[config.mk]
export PLATFORM = sky130hd
export DESIGN_NAME = simdCpuTop
export DESIGN_NICKNAME = d
export VERILOG_FILES = /design/src/source/simdPkg.sv /design/src/source/cpuControl.sv /design/src/source/instrDecode.sv /design/src/source/operandSelect.sv /design/src/source/laneSlice.sv /design/src/source/simdRegFile.sv /design/src/source/simdCpuTop.sv
export SDC_FILE = /design/constraint.sdc
export NUM_CORES = 1
export LEC_CHECK = 0
export BUFFER_PORTS_ARGS = -buffer_cell sky130_fd_sc_hd__buf_4
export CORE_MARGIN = 5
export CORE_UTILIZATION = 45
export DETAILED_ROUTE_END_ITERATION = 10
export GPL_ROUTABILITY_DRIVEN = 0
export PLACE_DENSITY = 0.64
export SYNTH_ARGS = -nofsm -noshare
export SYNTH_HDL_FRONTEND = slang
export SYNTH_SLANG_ARGS = --single-unit
[constraint.sdc]
create_clock -name clk -period 5.75 [get_ports clk]
set_input_delay 1.4375 -clock clk [delete_from_list [all_inputs] [get_ports clk]]
set_output_delay 1.4375 -clock clk [all_outputs]
set_load 0.1 [all_outputs]
[src/source/simdPkg.sv]
package simdPkg;

    typedef logic [15:0] word_t;
    typedef logic [3:0] nibble_t;
    typedef logic [17:0] instr_t;
    typedef logic [5:0] opcode_t;
    typedef logic [9:0] imm_t;
    typedef logic [1:0] regIdx_t;

    // bank select and element width
    typedef enum logic [1:0]
    {
        modeH,
        modeO,
        modeQ
    } laneMode_t;

    typedef enum logic [2:0]
    {
        aluAdd,
        aluSub,
        aluAnd,
        aluOr,
        aluNot,
        aluPass // forwards operand b, used by set
    } aluOp_t;

    typedef enum logic [2:0]
    {
        stIdle,
        stFetch,
        stDecode,
        stExecute,
        stMemory,
        stWriteback,
        stHalt
    } cpuState_t;

    // group bases, mode is the offset from the base
    localparam opcode_t OpAddBase = 6'd0;
    localparam opcode_t OpSubBase = 6'd6;
    localparam opcode_t OpAndBase = 6'd27;
    localparam opcode_t OpOrBase = 6'd30;
    localparam opcode_t OpNotBase = 6'd33;
    localparam opcode_t OpLoadBase = 6'd38;
    localparam opcode_t OpStoreBase = 6'd41;
    localparam opcode_t OpSetBase = 6'd44;
    localparam opcode_t OpHalt = 6'd63;

    localparam int SliceCount = 4;

endpackage

[src/source/cpuControl.sv]
module cpuControl
#(
    parameter int AddrWidth = 10
)
(
    input  logic                 clk,
    input  logic                 rst,
    input  logic                 isHalt,
    input  logic                 isLoad,
    input  logic                 isStore,
    input  simdPkg::imm_t        imm,
    input  simdPkg::word_t       storeData,
    output simdPkg::cpuState_t   state,
    output logic [AddrWidth-1:0] pc,
    output logic [AddrWidth-1:0] dataAddr,
    output logic                 dataR,
    output logic                 dataW,
    output simdPkg::word_t       dataOut,
    output logic                 done
);
    import simdPkg::*;

    assign done = (state == stHalt);

    always_ff @(posedge clk)
    begin
        if (rst)
        begin
            state <= stIdle;
            pc    <= '0;
        end
        else
        begin
            case (state)
                stIdle:      state <= stFetch;
                stFetch:     state <= stDecode;
                stDecode:    state <= isHalt ? stHalt : stExecute;
                stExecute:   state <= stMemory;
                stMemory:    state <= stWriteback;
                stWriteback:
                begin
                    state <= stFetch;
                    pc    <= pc + AddrWidth'(1);
                end
                default:     state <= stHalt; // stays until reset
            endcase
        end
    end

    // strobes span memory and writeback
    always_ff @(posedge clk)
    begin
        if (rst)
        begin
            dataR    <= 1'b0;
            dataW    <= 1'b0;
            dataAddr <= '0;
        end
        else if (state == stExecute)
        begin
            dataR <= isLoad;
            dataW <= isStore;
            if (isLoad || isStore)
            begin
                dataAddr <= imm[AddrWidth-1:0];
            end
        end
        else if (state == stWriteback)
        begin
            dataR <= 1'b0;
            dataW <= 1'b0;
        end
    end

    always_ff @(posedge clk)
    begin
        if (state == stExecute && isStore)
        begin
            dataOut <= storeData;
        end
    end

endmodule

[src/source/instrDecode.sv]
module instrDecode
(
    input  logic               clk,
    input  logic               rst,
    input  simdPkg::cpuState_t state,
    input  simdPkg::instr_t    instruction,
    output simdPkg::aluOp_t    aluOp,
    output simdPkg::laneMode_t laneMode,
    output simdPkg::regIdx_t   srcA,
    output simdPkg::regIdx_t   srcB,
    output simdPkg::regIdx_t   dest,
    output logic               useImm,
    output simdPkg::imm_t      imm,
    output logic               writeEn,
    output logic               isLoad,
    output logic               isStore,
    output logic               isHalt
);
    import simdPkg::*;

    opcode_t opcode;
    opcode_t offset;
    regIdx_t rA;
    regIdx_t rB;
    regIdx_t rC;
    aluOp_t nextAluOp;
    laneMode_t nextMode;
    regIdx_t nextSrcA;
    regIdx_t nextDest;
    logic nextUseImm;
    logic nextWriteEn;
    logic nextLoad;
    logic nextStore;

    assign opcode = instruction[17:12];
    assign rA = instruction[11:10];
    assign rB = instruction[3:2];
    assign rC = instruction[1:0];

    // unregistered so decode can go straight to halt
    assign isHalt = (state == stDecode) && (opcode == OpHalt);

    always_comb
    begin
        nextAluOp   = aluPass;
        nextSrcA    = rA;
        nextDest    = rA;
        nextUseImm  = 1'b0;
        nextWriteEn = 1'b0;
        nextLoad    = 1'b0;
        nextStore   = 1'b0;
        offset      = '0;
        if (opcode < OpSubBase + 6'd6) // add and sub
        begin
            nextAluOp   = (opcode < OpSubBase) ? aluAdd : aluSub;
            offset      = (opcode < OpSubBase) ? opcode - OpAddBase : opcode - OpSubBase;
            nextWriteEn = 1'b1;
            if (offset >= 6'd3)
            begin
                offset     = offset - 6'd3; // immediate form
                nextUseImm = 1'b1;
            end
            else
            begin
                nextSrcA = rB;
                nextDest = rB;
            end
        end
        else if (opcode >= OpAndBase && opcode < OpNotBase)
        begin
            nextAluOp   = (opcode < OpOrBase) ? aluAnd : aluOr;
            offset      = (opcode < OpOrBase) ? opcode - OpAndBase : opcode - OpOrBase;
            nextSrcA    = rB;
            nextDest    = rB;
            nextWriteEn = 1'b1;
        end
        else if (opcode >= OpNotBase && opcode < OpNotBase + 6'd3)
        begin
            nextAluOp   = aluNot;
            offset      = opcode - OpNotBase;
            nextSrcA    = rC;
            nextDest    = rC;
            nextWriteEn = 1'b1;
        end
        else if (opcode >= OpLoadBase && opcode < OpStoreBase)
        begin
            offset      = opcode - OpLoadBase;
            nextWriteEn = 1'b1;
            nextLoad    = 1'b1;
        end
        else if (opcode >= OpStoreBase && opcode < OpSetBase)
        begin
            offset    = opcode - OpStoreBase;
            nextStore = 1'b1;
        end
        else if (opcode >= OpSetBase && opcode < OpSetBase + 6'd3)
        begin
            offset      = opcode - OpSetBase;
            nextUseImm  = 1'b1;
            nextWriteEn = 1'b1;
        end
        nextMode = laneMode_t'(offset[1:0]);
    end

    always_ff @(posedge clk)
    begin
        if (rst || state == stIdle || state == stFetch)
        begin
            aluOp    <= aluPass;
            laneMode <= modeH;
            srcA     <= '0;
            srcB     <= '0;
            dest     <= '0;
            useImm   <= 1'b0;
            imm      <= '0;
            writeEn  <= 1'b0;
            isLoad   <= 1'b0;
            isStore  <= 1'b0;
        end
        else if (state == stDecode)
        begin
            aluOp    <= nextAluOp;
            laneMode <= nextMode;
            srcA     <= nextSrcA;
            srcB     <= rC;
            dest     <= nextDest;
            useImm   <= nextUseImm;
            imm      <= instruction[9:0];
            writeEn  <= nextWriteEn;
            isLoad   <= nextLoad;
            isStore  <= nextStore;
        end
    end

endmodule

[src/source/operandSelect.sv]
module operandSelect
(
    input  simdPkg::laneMode_t laneMode,
    input  simdPkg::regIdx_t   srcA,
    input  simdPkg::regIdx_t   srcB,
    input  logic               useImm,
    input  simdPkg::imm_t      imm,
    input  simdPkg::word_t     bankH [4],
    input  simdPkg::word_t     bankO [3],
    input  simdPkg::word_t     bankQ [3],
    output simdPkg::word_t     opA,
    output simdPkg::word_t     opB
);
    import simdPkg::*;

    word_t regA;
    word_t regB;
    word_t immWord;

    always_comb
    begin
        case (laneMode)
            modeO:
            begin
                regA    = (srcA == 2'd3) ? '0 : bankO[srcA]; // index 3 reads zero
                regB    = (srcB == 2'd3) ? '0 : bankO[srcB];
                immWord = {2{imm[7:0]}};
            end
            modeQ:
            begin
                regA    = (srcA == 2'd3) ? '0 : bankQ[srcA];
                regB    = (srcB == 2'd3) ? '0 : bankQ[srcB];
                immWord = {4{imm[3:0]}};
            end
            default:
            begin
                regA    = bankH[srcA];
                regB    = bankH[srcB];
                immWord = {6'b0, imm};
            end
        endcase
    end

    assign opA = regA;
    assign opB = useImm ? immWord : regB;

endmodule

[src/source/laneSlice.sv]
module laneSlice
#(
    parameter int SliceIndex = 0
)
(
    input  simdPkg::aluOp_t    aluOp,
    input  simdPkg::laneMode_t laneMode,
    input  simdPkg::nibble_t   a,
    input  simdPkg::nibble_t   b,
    input  logic               carryIn,
    output simdPkg::nibble_t   result,
    output logic               carryOut
);
    import simdPkg::*;

    logic startsElement;
    logic carry;
    nibble_t bEff;
    logic [4:0] sum;

    always_comb
    begin
        case (laneMode)
            modeO:   startsElement = (SliceIndex % 2 == 0);
            modeQ:   startsElement = 1'b1;
            default: startsElement = (SliceIndex == 0);
        endcase
    end

    // fresh carry at an element boundary, 1 gives two's complement on sub
    assign carry = startsElement ? (aluOp == aluSub) : carryIn;
    assign bEff = (aluOp == aluSub) ? ~b : b;
    assign sum = {1'b0, a} + {1'b0, bEff} + {4'b0, carry};
    assign carryOut = sum[4];

    always_comb
    begin
        case (aluOp)
            aluAdd, aluSub: result = sum[3:0];
            aluAnd:         result = a & b;
            aluOr:          result = a | b;
            aluNot:         result = ~a;
            default:        result = b;
        endcase
    end

endmodule

[src/source/simdRegFile.sv]
module simdRegFile
(
    input  logic               clk,
    input  logic               rst,
    input  simdPkg::cpuState_t state,
    input  simdPkg::laneMode_t laneMode,
    input  simdPkg::regIdx_t   dest,
    input  logic               writeEn,
    input  logic               isLoad,
    input  simdPkg::word_t     sliceResult,
    input  simdPkg::word_t     dataIn,
    output simdPkg::word_t     bankH [4],
    output simdPkg::word_t     bankO [3],
    output simdPkg::word_t     bankQ [3]
);
    import simdPkg::*;

    word_t resultReg;
    word_t wbData;

    assign wbData = isLoad ? dataIn : resultReg;

    always_ff @(posedge clk)
    begin
        if (state == stExecute)
        begin
            resultReg <= sliceResult; // alu result held for writeback
        end
    end

    always_ff @(posedge clk)
    begin
        if (rst)
        begin
            bankH <= '{default: '0};
            bankO <= '{default: '0};
            bankQ <= '{default: '0};
        end
        else if (state == stWriteback && writeEn)
        begin
            case (laneMode)
                modeO:
                begin
                    if (dest != 2'd3)
                    begin
                        bankO[dest] <= wbData;
                    end
                end
                modeQ:
                begin
                    if (dest != 2'd3) // no fourth entry
                    begin
                        bankQ[dest] <= wbData;
                    end
                end
                default:
                begin
                    bankH[dest] <= wbData;
                end
            endcase
        end
    end

endmodule

[src/source/simdCpuTop.sv]
module simdCpuTop
#(
    parameter int AddrWidth = 10
)
(
    input  logic                 clk,
    input  logic                 rst,
    input  simdPkg::instr_t      instructionIn,
    input  simdPkg::word_t       dataIn,
    output simdPkg::word_t       dataOut,
    output logic [AddrWidth-1:0] instructionAddr,
    output logic [AddrWidth-1:0] dataAddr,
    output logic                 dataR,
    output logic                 dataW,
    output logic                 done
);
    import simdPkg::*;

    cpuState_t state;
    aluOp_t aluOp;
    laneMode_t laneMode;
    regIdx_t srcA;
    regIdx_t srcB;
    regIdx_t dest;
    logic useImm;
    imm_t imm;
    logic writeEn;
    logic isLoad;
    logic isStore;
    logic isHalt;
    word_t opA;
    word_t opB;
    word_t sliceResult;
    word_t bankH [4];
    word_t bankO [3];
    word_t bankQ [3];
    logic [SliceCount:0] carry; // top bit is the dropped element carry

    assign carry[0] = 1'b0; // slice 0 always starts fresh

    cpuControl #(
        .AddrWidth(AddrWidth)
    ) control (
        .clk(clk),
        .rst(rst),
        .isHalt(isHalt),
        .isLoad(isLoad),
        .isStore(isStore),
        .imm(imm),
        .storeData(opA),
        .state(state),
        .pc(instructionAddr),
        .dataAddr(dataAddr),
        .dataR(dataR),
        .dataW(dataW),
        .dataOut(dataOut),
        .done(done)
    );

    instrDecode decode (
        .clk(clk),
        .rst(rst),
        .state(state),
        .instruction(instructionIn),
        .aluOp(aluOp),
        .laneMode(laneMode),
        .srcA(srcA),
        .srcB(srcB),
        .dest(dest),
        .useImm(useImm),
        .imm(imm),
        .writeEn(writeEn),
        .isLoad(isLoad),
        .isStore(isStore),
        .isHalt(isHalt)
    );

    operandSelect operands (
        .laneMode(laneMode),
        .srcA(srcA),
        .srcB(srcB),
        .useImm(useImm),
        .imm(imm),
        .bankH(bankH),
        .bankO(bankO),
        .bankQ(bankQ),
        .opA(opA),
        .opB(opB)
    );

    for (genvar i = 0; i < SliceCount; i++)
    begin : gSlice
        laneSlice #(
            .SliceIndex(i)
        ) slice (
            .aluOp(aluOp),
            .laneMode(laneMode),
            .a(opA[4*i +: 4]),
            .b(opB[4*i +: 4]),
            .carryIn(carry[i]),
            .result(sliceResult[4*i +: 4]),
            .carryOut(carry[i+1])
        );
    end

    simdRegFile regFile (
        .clk(clk),
        .rst(rst),
        .state(state),
        .laneMode(laneMode),
        .dest(dest),
        .writeEn(writeEn),
        .isLoad(isLoad),
        .sliceResult(sliceResult),
        .dataIn(dataIn),
        .bankH(bankH),
        .bankO(bankO),
        .bankQ(bankQ)
    );

endmodule

* After elaboration in Yosys (flattened, before gate mapping)
Cells that the tools add are included.
W data, S select, Z words.
** Storage, ports and cells
- Register bits after elaboration :: 240
- Input port bits :: 36
- Output and inout port bits :: 39
- Word-level logic and storage cells :: 205
** Operators by class
- Add/subtract/negate cells :: 17
- $lt $le $gt $ge :: 17
- Eq/ne operators :: 16
- Mux-type cells :: 88
- Bitwise operators :: 19
- Reductions and logical operators :: 22
** Operators by type and width (count)
- $mux W16 :: 19
- $bmux W16 S2 :: 6
- $bwmux W48 :: 2
- $pmux W16 S2 :: 3
- $bwmux W64 :: 1
- $pmux W4 S4 :: 4
- $demux W16 S2 :: 1
- $not A4 Y4 :: 8
- $mux W1 :: 31
- $lt A6 B6 Y1 const B :: 5
- $ge A6 B6 Y1 const B :: 4
- $mux W2 :: 12
- $and A4 B4 Y4 :: 4
- $mux W4 :: 4
- $or A4 B4 Y4 :: 4
- $add A4 B4 Y5 :: 3
- $add A5 B1 Y5 :: 3
- $pmux W3 S5 :: 1
- $eq A3 B2 Y1 const B :: 4
- $eq A3 B3 Y1 const B :: 4
- $add A10 B1 Y10 const B :: 1
- $logic_and A1 B1 Y1 :: 9
- $mux W3 :: 3
- $sub A2 B2 Y2 const B :: 4
- 25 further kinds :: 39

* Longest topological paths before layout
Gate-level depths: netlist of run 1.
- Depth in word-level cells :: 18
- Gate-level depth with buffers :: 36
- Depth with buffers taken out :: 33

* Hierarchy
A second synthesis of run 1 with hierarchy kept.
** Second synthesis, totals
- Cell total of the unflattened synthesis :: 1479
- Area total of the unflattened synthesis :: 14729.1 sq um
** Modules (own cells, without submodules)
- simdRegFile :: times used 1, cells an instance 602, area each 7148.1 sq um, sequential area each 3683.5 sq um
- operandSelect :: times used 1, cells an instance 340, area each 2872.8 sq um, sequential area each 0.0 sq um
- cpuControl :: times used 1, cells an instance 145, area each 1609.0 sq um, sequential area each 980.9 sq um
- instrDecode :: times used 1, cells an instance 182, area each 1476.4 sq um, sequential area each 420.4 sq um
- laneSlice (gSlice[0].slice) :: times used 1, cells an instance 59, area each 415.4 sq um, sequential area each 0.0 sq um
- laneSlice (gSlice[2].slice) :: times used 1, cells an instance 52, area each 411.6 sq um, sequential area each 0.0 sq um
- laneSlice (gSlice[1].slice) :: times used 1, cells an instance 49, area each 396.6 sq um, sequential area each 0.0 sq um
- laneSlice (gSlice[3].slice) :: times used 1, cells an instance 49, area each 395.4 sq um, sequential area each 0.0 sq um
- simdCpuTop :: times used 1, cells an instance 1, area each 3.8 sq um, sequential area each 0.0 sq um

* Least setup slack after synthesis of run 1
No wires, ideal clock.
- Kind :: register to register
- Start point :: register decode.laneMode[0]
- End point :: register regFile.resultReg[15], data pin
- Setup time :: 0.256 ns
- Data arrival time :: 6.016 ns
- Data required time :: 5.494 ns
- Path slack :: -0.522 ns
- Stages on the path, launching flop included :: 34
- Buffers on the path :: 2
- Period minus slack after synthesis :: 6.272 ns
- Path through :: dfxtp_1 > inv_1 > ha_1 > inv_1 > clkbuf_1 > o221ai_1 > a22o_1 > xnor2_1 > ha_1 > nor2b_1 > o21a_1 > o31ai_1 > fa_1 > inv_1 > fa_1 > a21o_1 > a21oi_1 > nor2_1 > a21oi_1 > fa_1 > inv_1 > fa_1 > a21oi_1 > nor2b_1 > o31ai_1 > fa_1 > nor2b_1 > o21ai_1 > nand2b_1 > clkbuf_1 > or3_1 > a21boi_0 > a21oi_1 > o211a_1
** On the way
- Cells in the longest elaborated chain, start to end :: 14
- Elaborated cells between the ends (all ways) :: 32
- Classes of those cells :: 8 x add/sub; 2 x eq/ne; 14 x mux; 7 x bitwise; 1 x reduce/logical
** RTL lines
- start: declaration :: RTL line instrDecode.sv:8 : output simdPkg::laneMode_t laneMode,
- start signal: assignment :: RTL line instrDecode.sv:110 : laneMode <= modeH;
- start signal: assignment :: RTL line instrDecode.sv:123 : laneMode <= nextMode;
- $eq A2 B2 Y1 / $eq A2 B1 Y1 (equally long branches) :: RTL line operandSelect.sv:22, laneSlice.sv:23
- $pmux W16 S2 :: RTL line operandSelect.sv:22 : case (laneMode)
- $mux W16 :: RTL line operandSelect.sv:45 : assign opB = useImm ? immWord : regB;
- $not A4 Y4 :: RTL line laneSlice.sv:32 : assign bEff = (aluOp == aluSub) ? ~b : b;
- $mux W4 :: RTL line laneSlice.sv:32
- $add A4 B4 Y5 :: RTL line laneSlice.sv:33 : assign sum = {1'b0, a} + {1'b0, bEff} + {4'b0, carry};
- $add A5 B1 Y5 :: RTL line laneSlice.sv:33
- $mux W1 :: RTL line laneSlice.sv:31 : assign carry = startsElement ? (aluOp == aluSub) : carryIn;
- $add A5 B1 Y5 :: RTL line laneSlice.sv:33
- $mux W1 :: RTL line laneSlice.sv:31
- $add A5 B1 Y5 :: RTL line laneSlice.sv:33
- $mux W1 :: RTL line laneSlice.sv:31
- $add A4 B1 Y4 :: RTL line laneSlice.sv:33
- $pmux W4 S4 * :: RTL line laneSlice.sv:38 : case (aluOp)
- named net gSlice[3].slice.result[3] :: RTL line laneSlice.sv:11 : output simdPkg::nibble_t result,
- end signal: assignment :: RTL line simdRegFile.sv:27 : resultReg <= sliceResult;
- end: declaration :: RTL line simdRegFile.sv:18 : word_t resultReg;
Mark *: on every way through the listed nets, which the timed path passes. The rest lies on a longest branch.
A chain may end at the register's enable or synchronous reset.

* Worst setup path in the final report of run 1
- Start point :: register decode.imm[0]
- End point :: register regFile.resultReg[15], data pin
** On the way
- Cells in the longest elaborated chain, start to end :: 13
- Elaborated cells between the ends (all ways) :: 22
- Classes of those cells :: 8 x add/sub; 10 x mux; 4 x bitwise
** RTL lines
- start: declaration :: RTL line instrDecode.sv:13 : output simdPkg::imm_t imm,
- start signal: assignment :: RTL line instrDecode.sv:128 : imm <= instruction[9:0];
- $pmux W16 S2 * :: RTL line operandSelect.sv:22
- $mux W16 * :: RTL line operandSelect.sv:45
- $not A4 Y4 :: RTL line laneSlice.sv:32
- $mux W4 :: RTL line laneSlice.sv:32
- $add A4 B4 Y5 :: RTL line laneSlice.sv:33
- $add A5 B1 Y5 :: RTL line laneSlice.sv:33
- $mux W1 :: RTL line laneSlice.sv:31
- $add A5 B1 Y5 :: RTL line laneSlice.sv:33
- $mux W1 :: RTL line laneSlice.sv:31
- $add A5 B1 Y5 :: RTL line laneSlice.sv:33
- $mux W1 :: RTL line laneSlice.sv:31
- $add A4 B1 Y4 * :: RTL line laneSlice.sv:33
- $pmux W4 S4 * :: RTL line laneSlice.sv:38
- named net gSlice[3].slice.result[3] :: RTL line laneSlice.sv:11
Marks and branches as above.

==> flow_summary.toml, run 1 <==
[placed_design]
dpl.hpwl_um = 27920
dpl_cell_area_um2 = 14510
port_buffers = 74

[yosys]
synth-main-ff-cell = "dfxtp_1"
synth.yosys.seq_area_share = 0.3871
synth.net_count = 1486
yosys.area.top_type_share = 0.3140
yosys-top-cells-area = "dfxtp_1 31%, a211oi_1 9.2%, edfxtp_1 7.3%"
yosysUniqueCellTypes = 76
ys_seq_elements = 238
synthCells = 1424
synth_most_common_cell = "nor2_1"
synth-async-reset-ratio = 0
avgSynthCellArea_um2 = 9.224
synthTopCellsByCount = "256 x nor2_1, 206 x dfxtp_1, 161 x a211oi_1"
yosys_warnings = 0
synth_top_area_cell = "dfxtp_1"
synth_area_um2 = 13140
synth-edff-count = 32

[power_and_ir_drop]
leakagePower_nw = 5.328
p_per_area_nw_per_um2 = 241.1
ir_drop_v = 0.0001813
total_power_mw = 3.761

[timing]
setup_viol = 3
worst_pin_slew_ns = 1.197
hold_viol = 0
maxSlewViolCount = 0
period_share = 1.034
rsz0062_at_grt = "true"
fin_tns_setup_ns = -0.3443
relSlewSlack = 0.1792
finClkSkew_ns = 0.01131
period_needed_ns = 5.945
max_freq_mhz = 168.2
hold_slack_ns = 0.4593
finalWorstSetupSlack_ns = -0.1945

[worst_setup_path]
worstPathArrival_ns = 6.23
critical_path.startpoint_type = "flop"
startpoint = "decode.imm[0]"
crit_fanout = 4
critPathRequiredTime_ns = 6.04
rr_worst_depth = 30
critPathCaptureType = "flop"
max_stage_delay_ns = 0.51
worst_path_max_delay_cell = "mux4_2"
r2r_slack_ns = -0.19
worst-setup-path-type = "reg2reg"
crit_top_cell = "fa_2"
r2r-start = "decode.imm[0]"
worst_r2r_endpoint = "regFile.resultReg[15]"
crit_path_end = "regFile.resultReg[15]"

[finish]
final_util = 0.5420
design_area_um2 = 15600
drive_gt1_frac = 0.2380
multi_input_area_um2 = 7569
area.growth.synth_to_final_pct = 18.75
diodes = 0
seqCellArea_um2 = 5102
finalNetCount = 1581
fillers = 2630

[outcome]
violations = "negative setup slack"
outcome = "finished with violations"

[clocking]
cts_buffer_depth = 3
cts_root_buf = "clkbuf_16"
cts_hold_buf = 0
cts_buffers = 26
h-tree-depth = 1
cts_sinks = 238
cts_tree = "built"
clk_pin_slew_ns = 0.06
clkLatencyLatePin_ns = 0.53

[route]
post_drt_wl_per_cell_um = 20.82
wl_met2_um = 18520
highest_layer = "met4"
drc = 0
wl_met3_um = 2074
vias = 11405
routed_wirelength_um = 40020
avgViaCountPerCell = 5.934
ant_nets = 0
met1_length_um = 18090
drtIter0Drc = 959
dr.pass1.iters = 5

[worst_hold_path]
hp-class = "reg2reg"

[floorplan]
die_w_um = 180.9
initial_core_util = 0.4564
die_area_um2 = 32710
core_region_area_um2 = 28780
die_y_um = 180.9
ios = 75
placement_rows = 62

[global_routing]
antenna_found_initial = 0
grt_pass1_wl_um = 63210
grt_overflow = 0
grt_pass1_vias = 10934
grt_start_max_net_pins = 121
track_usage = 0.2373

[job]
maxCapViolations = 0
-- cell type report --
cell class,instances,area share
clock buffer,39,0.05094
clock inverter,8,0.004572
inverter,19,0.004733
multi-input combinational,1036,0.4852
sequential,238,0.3271
tap,384,0.03080
timing repair buffer,198,0.09658
-- power by group --
group	switching, mW	internal (mW)	total, mW
clock	0.683	0.997	1.68
sequential	0.0134	1.70	1.71
combinational	0.231	0.140	0.371
total	0.927	2.83	3.76
-- how the worst min path moves through the flow --
stage                   startpoint             endpoint  cells past startpoint
6_report       control.dataAddr[7]  control.dataAddr[7]                      2
2_1_floorplan        decode.imm[8]  control.dataAddr[8]                      2
5_1_grt        control.dataAddr[2]  control.dataAddr[2]                      2
3_3_place_gp   control.dataAddr[5]  control.dataAddr[5]                      2
4_1_cts        control.dataAddr[2]  control.dataAddr[2]                      2
3_5_place_dp   control.dataAddr[7]  control.dataAddr[7]                      2
-- cells by family after synthesis --
family,synth area share
mux,0.1251
buf+inv,0.05353
simple gates,0.1359
xor+xnor,0.02134
compound gates,0.2482
flops,0.3871
fa+ha+maj,0.02877
-- placed cells by master, fill, tap and decap left out, types with 8 or more instances in the layout --
master     netlist  layout
nand2b_1        12      11
nor2b_1         14      12
mux2_2          21      21
nor2_2           2      12
a21o_1           9       9
inv_1           19      14
clkbuf_16        0      27
a21oi_1         66      62
edfxtp_1        32      32
o21a_1          18      18
dfxtp_1        206     200
mux4_2          28      28
a211oi_1       161     161
ha_1            19      17
xnor2_1         23      22
a22o_1          10      10
o21ai_0         16      16
nor2_1         256     246
o22ai_1         36      35
mux2i_1         57      56
nand2_1         72      72
a221oi_1        16      14
buf_4            5     195
o21ai_1          8       8
a22oi_1         35      29
xor2_1           9       9
nor3_1          11      10
nand3_1          9       9
o2bb2ai_1       28      28
-- per-stage QoR --
step | cells | setup slack [ns]
5_1_grt | 1922 | -0.5460
3_3_place_gp | 1866 | -0.2860
2_1_floorplan | 1424 | -0.4404
4_1_cts | 1920 | -0.1886
6_report | 1922 | -0.1945
3_5_place_dp | 1866 | -0.4049
-- layer usage --
| layer | track usage | vias to the layer above |
|---|---|---|
| met5 | 0 | - |
| met3 | 0.02976 | 74 |
| li1 | - | 5507 |
| met4 | 0.07199 | 0 |
| met2 | 0.3849 | 368 |
| met1 | 0.3325 | 5456 |
-- worst max-delay path: cells and delay by family, from the launching register on --
kind / cells / cell delay (ns)
buffers and inverters: 2 / 0.10
and+or+nand+nor: 8 / 0.88
muxes: 1 / 0.51
DFF: 1 / 0.38
xor gates and xnor gates: 1 / 0.16
adders and majority gates: 6 / 1.70
AOI/OAI and AO/OA: 12 / 1.94
-- flip-flops by register name, summed over array words and instances, names as in the netlist --
name,cells
control.dataAddr,10
control.dataOut,16
control.dataR,1
control.dataW,1
control.pc,10
control.state,3
decode.aluOp,3
decode.imm,10
decode.isLoad,1
decode.isStore,1
decode.laneMode,2
decode.srcA,2
decode.useImm,1
decode.writeEn,1
regFile.bankH,64
regFile.bankO,48
regFile.bankQ,48
regFile.resultReg,16
-- timing repair --
item	CTS	global route
buffers inserted	8	2
endpoints found under the setup margin	4	4
gates resized for setup	22	14
cloned	0	0
endpoints found under the hold margin	0	0
pin swaps	16	5
(Power assumes the default switching activity.)
==> inputs of run 2 (changes only) <==
- CAP_MARGIN: default -> 10
- PLACE_DENSITY: 0.64 -> 0.62
- TNS_END_PERCENT: default -> 5
- clock period: 5.75 -> 5.7 ns (I/O delays scaled with it)
==> flow_summary.toml, run 2 (synthesized netlist as in run 1, its figures left out) <==
[outcome]
outcome = "finished with violations"
violations = "negative setup slack"

[global_routing]
track_usage = 0.2323
grt_overflow = 0
grt_pass1_wl_um = 61740
antenna_found_initial = 0
grt_start_max_net_pins = 121
grt_pass1_vias = 10875

[timing]
period_needed_ns = 5.970
hold_slack_ns = 0.4531
period_share = 1.047
finClkSkew_ns = 0.02690
relSlewSlack = 0.1632
setup_viol = 3
worst_pin_slew_ns = 1.220
maxSlewViolCount = 0
hold_viol = 0
rsz0062_at_grt = "true"
finalWorstSetupSlack_ns = -0.2698
max_freq_mhz = 167.5

[placed_design]
pre_cts_slack_ns = -0.4600
port_buffers = 74
dpl_cell_area_um2 = 14540
dpl.hpwl_um = 27550
place_inst = 1865

[route]
avgViaCountPerCell = 5.930
drtIter0Drc = 904
drc = 0
routed_wirelength_um = 39420
dr.pass1.iters = 5
post_drt_wl_per_cell_um = 20.50
vias = 11403
ant_nets = 0

[job]
maxCapViolations = 0

[floorplan]
die_w_um = 180.9
placement_rows = 62
core_region_area_um2 = 28780
initial_core_util = 0.4564
die_area_um2 = 32710
die_y_um = 180.9
ios = 75

[power_and_ir_drop]
power_switching_mw = 0.9740
ir_drop_v = 0.0002386
p_int_mw = 2.959
swShare = 0.2476
leakagePower_nw = 5.352
power.share.clock = 0.466
p_per_area_nw_per_um2 = 251.3
p_comb_frac = 0.095
total_power_mw = 3.933
p_seq_frac = 0.439

[worst_hold_path]
hp-class = "reg2reg"
whs_path_depth = 2

[finish]
top_regs = "regFile.bankH: 64 flops, regFile.bankO: 48 flops, regFile.bankQ: 48 flops"
fillers = 2598
regMostFlops = "regFile.bankH"
area.growth.synth_to_final_pct = 19.17
layout_common_cells = "249 x nor2_1, 200 x dfxtp_1, 188 x buf_4"
layout_commonest_cell = "nor2_1"
seqCellArea_um2 = 5102
diodes = 0
final_cells = 1923
multi_input_area_um2 = 7515
drive_gt1_frac = 0.2287
finalNetCount = 1580
largest_reg_flops = 64
design_area_um2 = 15650

[worst_setup_path]
max_stage_delay_ns = 0.50
worst_path_max_delay_cell = "mux4_2"
worstPathArrival_ns = 6.29
critical_path.startpoint_type = "flop"
crit_fanout = 4
worst-setup-path-type = "reg2reg"
rr_worst_depth = 30
crit_top_cell = "fa_2"
critPathCaptureType = "flop"
critPathRequiredTime_ns = 6.02

[clocking]
cts_hold_buf = 0
clkLatencyLatePin_ns = 0.57
cts_root_buf = "clkbuf_16"
cts_buffer_depth = 3
cts_buffers = 27
cts_tree = "built"
clk_pin_slew_ns = 0.06
cts_sinks = 238
h-tree-depth = 1
-- run 2: timing repair --
action                                 4_1_cts  5_1_grt
pin swaps                                   21        6
setup endpoints to repair                    4        4
setup buffers                                6        2
resized for setup                           19        7
endpoints found under the hold margin        0        0
cloned                                       0        0
-- run 2: final cells by class --
cell class	instances	share of cell area
Sequential cell	238	0.3260
Multi-Input combinational cell	1036	0.4801
Inverter	19	0.004716
Timing Repair Buffer	196	0.09816
Clock buffer	31	0.04412
Clock inverter	19	0.01623
Tap cell	384	0.03070
-- run 2: layer usage --
metal / up-vias / track usage / routed length [um]
met5: - / 0 / 0
met4: 0 / 0.06382 / 1137
met3: 75 / 0.04183 / 2413
met2: 355 / 0.3752 / 18430
met1: 5471 / 0.3219 / 17440
li1: 5502 / - / -
-- run 2: path summary, 6_finish.rpt --
check                                             end  slack, ns                start
worst min register to register    control.dataAddr[8]       0.45  control.dataAddr[8]
worst max register to register  regFile.resultReg[15]      -0.27        decode.imm[0]
worst min-delay path              control.dataAddr[8]       0.45  control.dataAddr[8]
worst max-delay path            regFile.resultReg[15]      -0.27        decode.imm[0]
-- run 2: through the flow --
| step | util | TNS (ns) |
|---|---|---|
| after floorplan | - | -0.8333 |
| after global placement | 0.5051 | -0.7578 |
| after detailed placement | 0.5051 | -1.066 |
| after CTS | 0.5421 | -0.3478 |
| after global routing | 0.5439 | -1.407 |
| final | 0.5439 | -0.4804 |
-- run 2: worst max-delay path, delay by kind of cell (launching register included) --
family / cells / cell delay (ns)
and+or+nand+nor: 8 / 0.97
AOI/OAI and AO/OA: 12 / 1.96
xor gates and xnor gates: 1 / 0.14
DFF: 1 / 0.37
adders and majority gates: 6 / 1.72
muxes: 1 / 0.50
buffers and inverters: 2 / 0.09
-- run 2: power groups by stage --
stage,registers (mW),clock network (mW),logic [mW]
finish,1.73,1.83,0.374
global route,1.73,1.94,0.405
detailed placement,1.76,0,0.361
CTS,1.72,1.86,0.367
global placement,1.76,0,0.358
floorplan,1.76,0,0.239
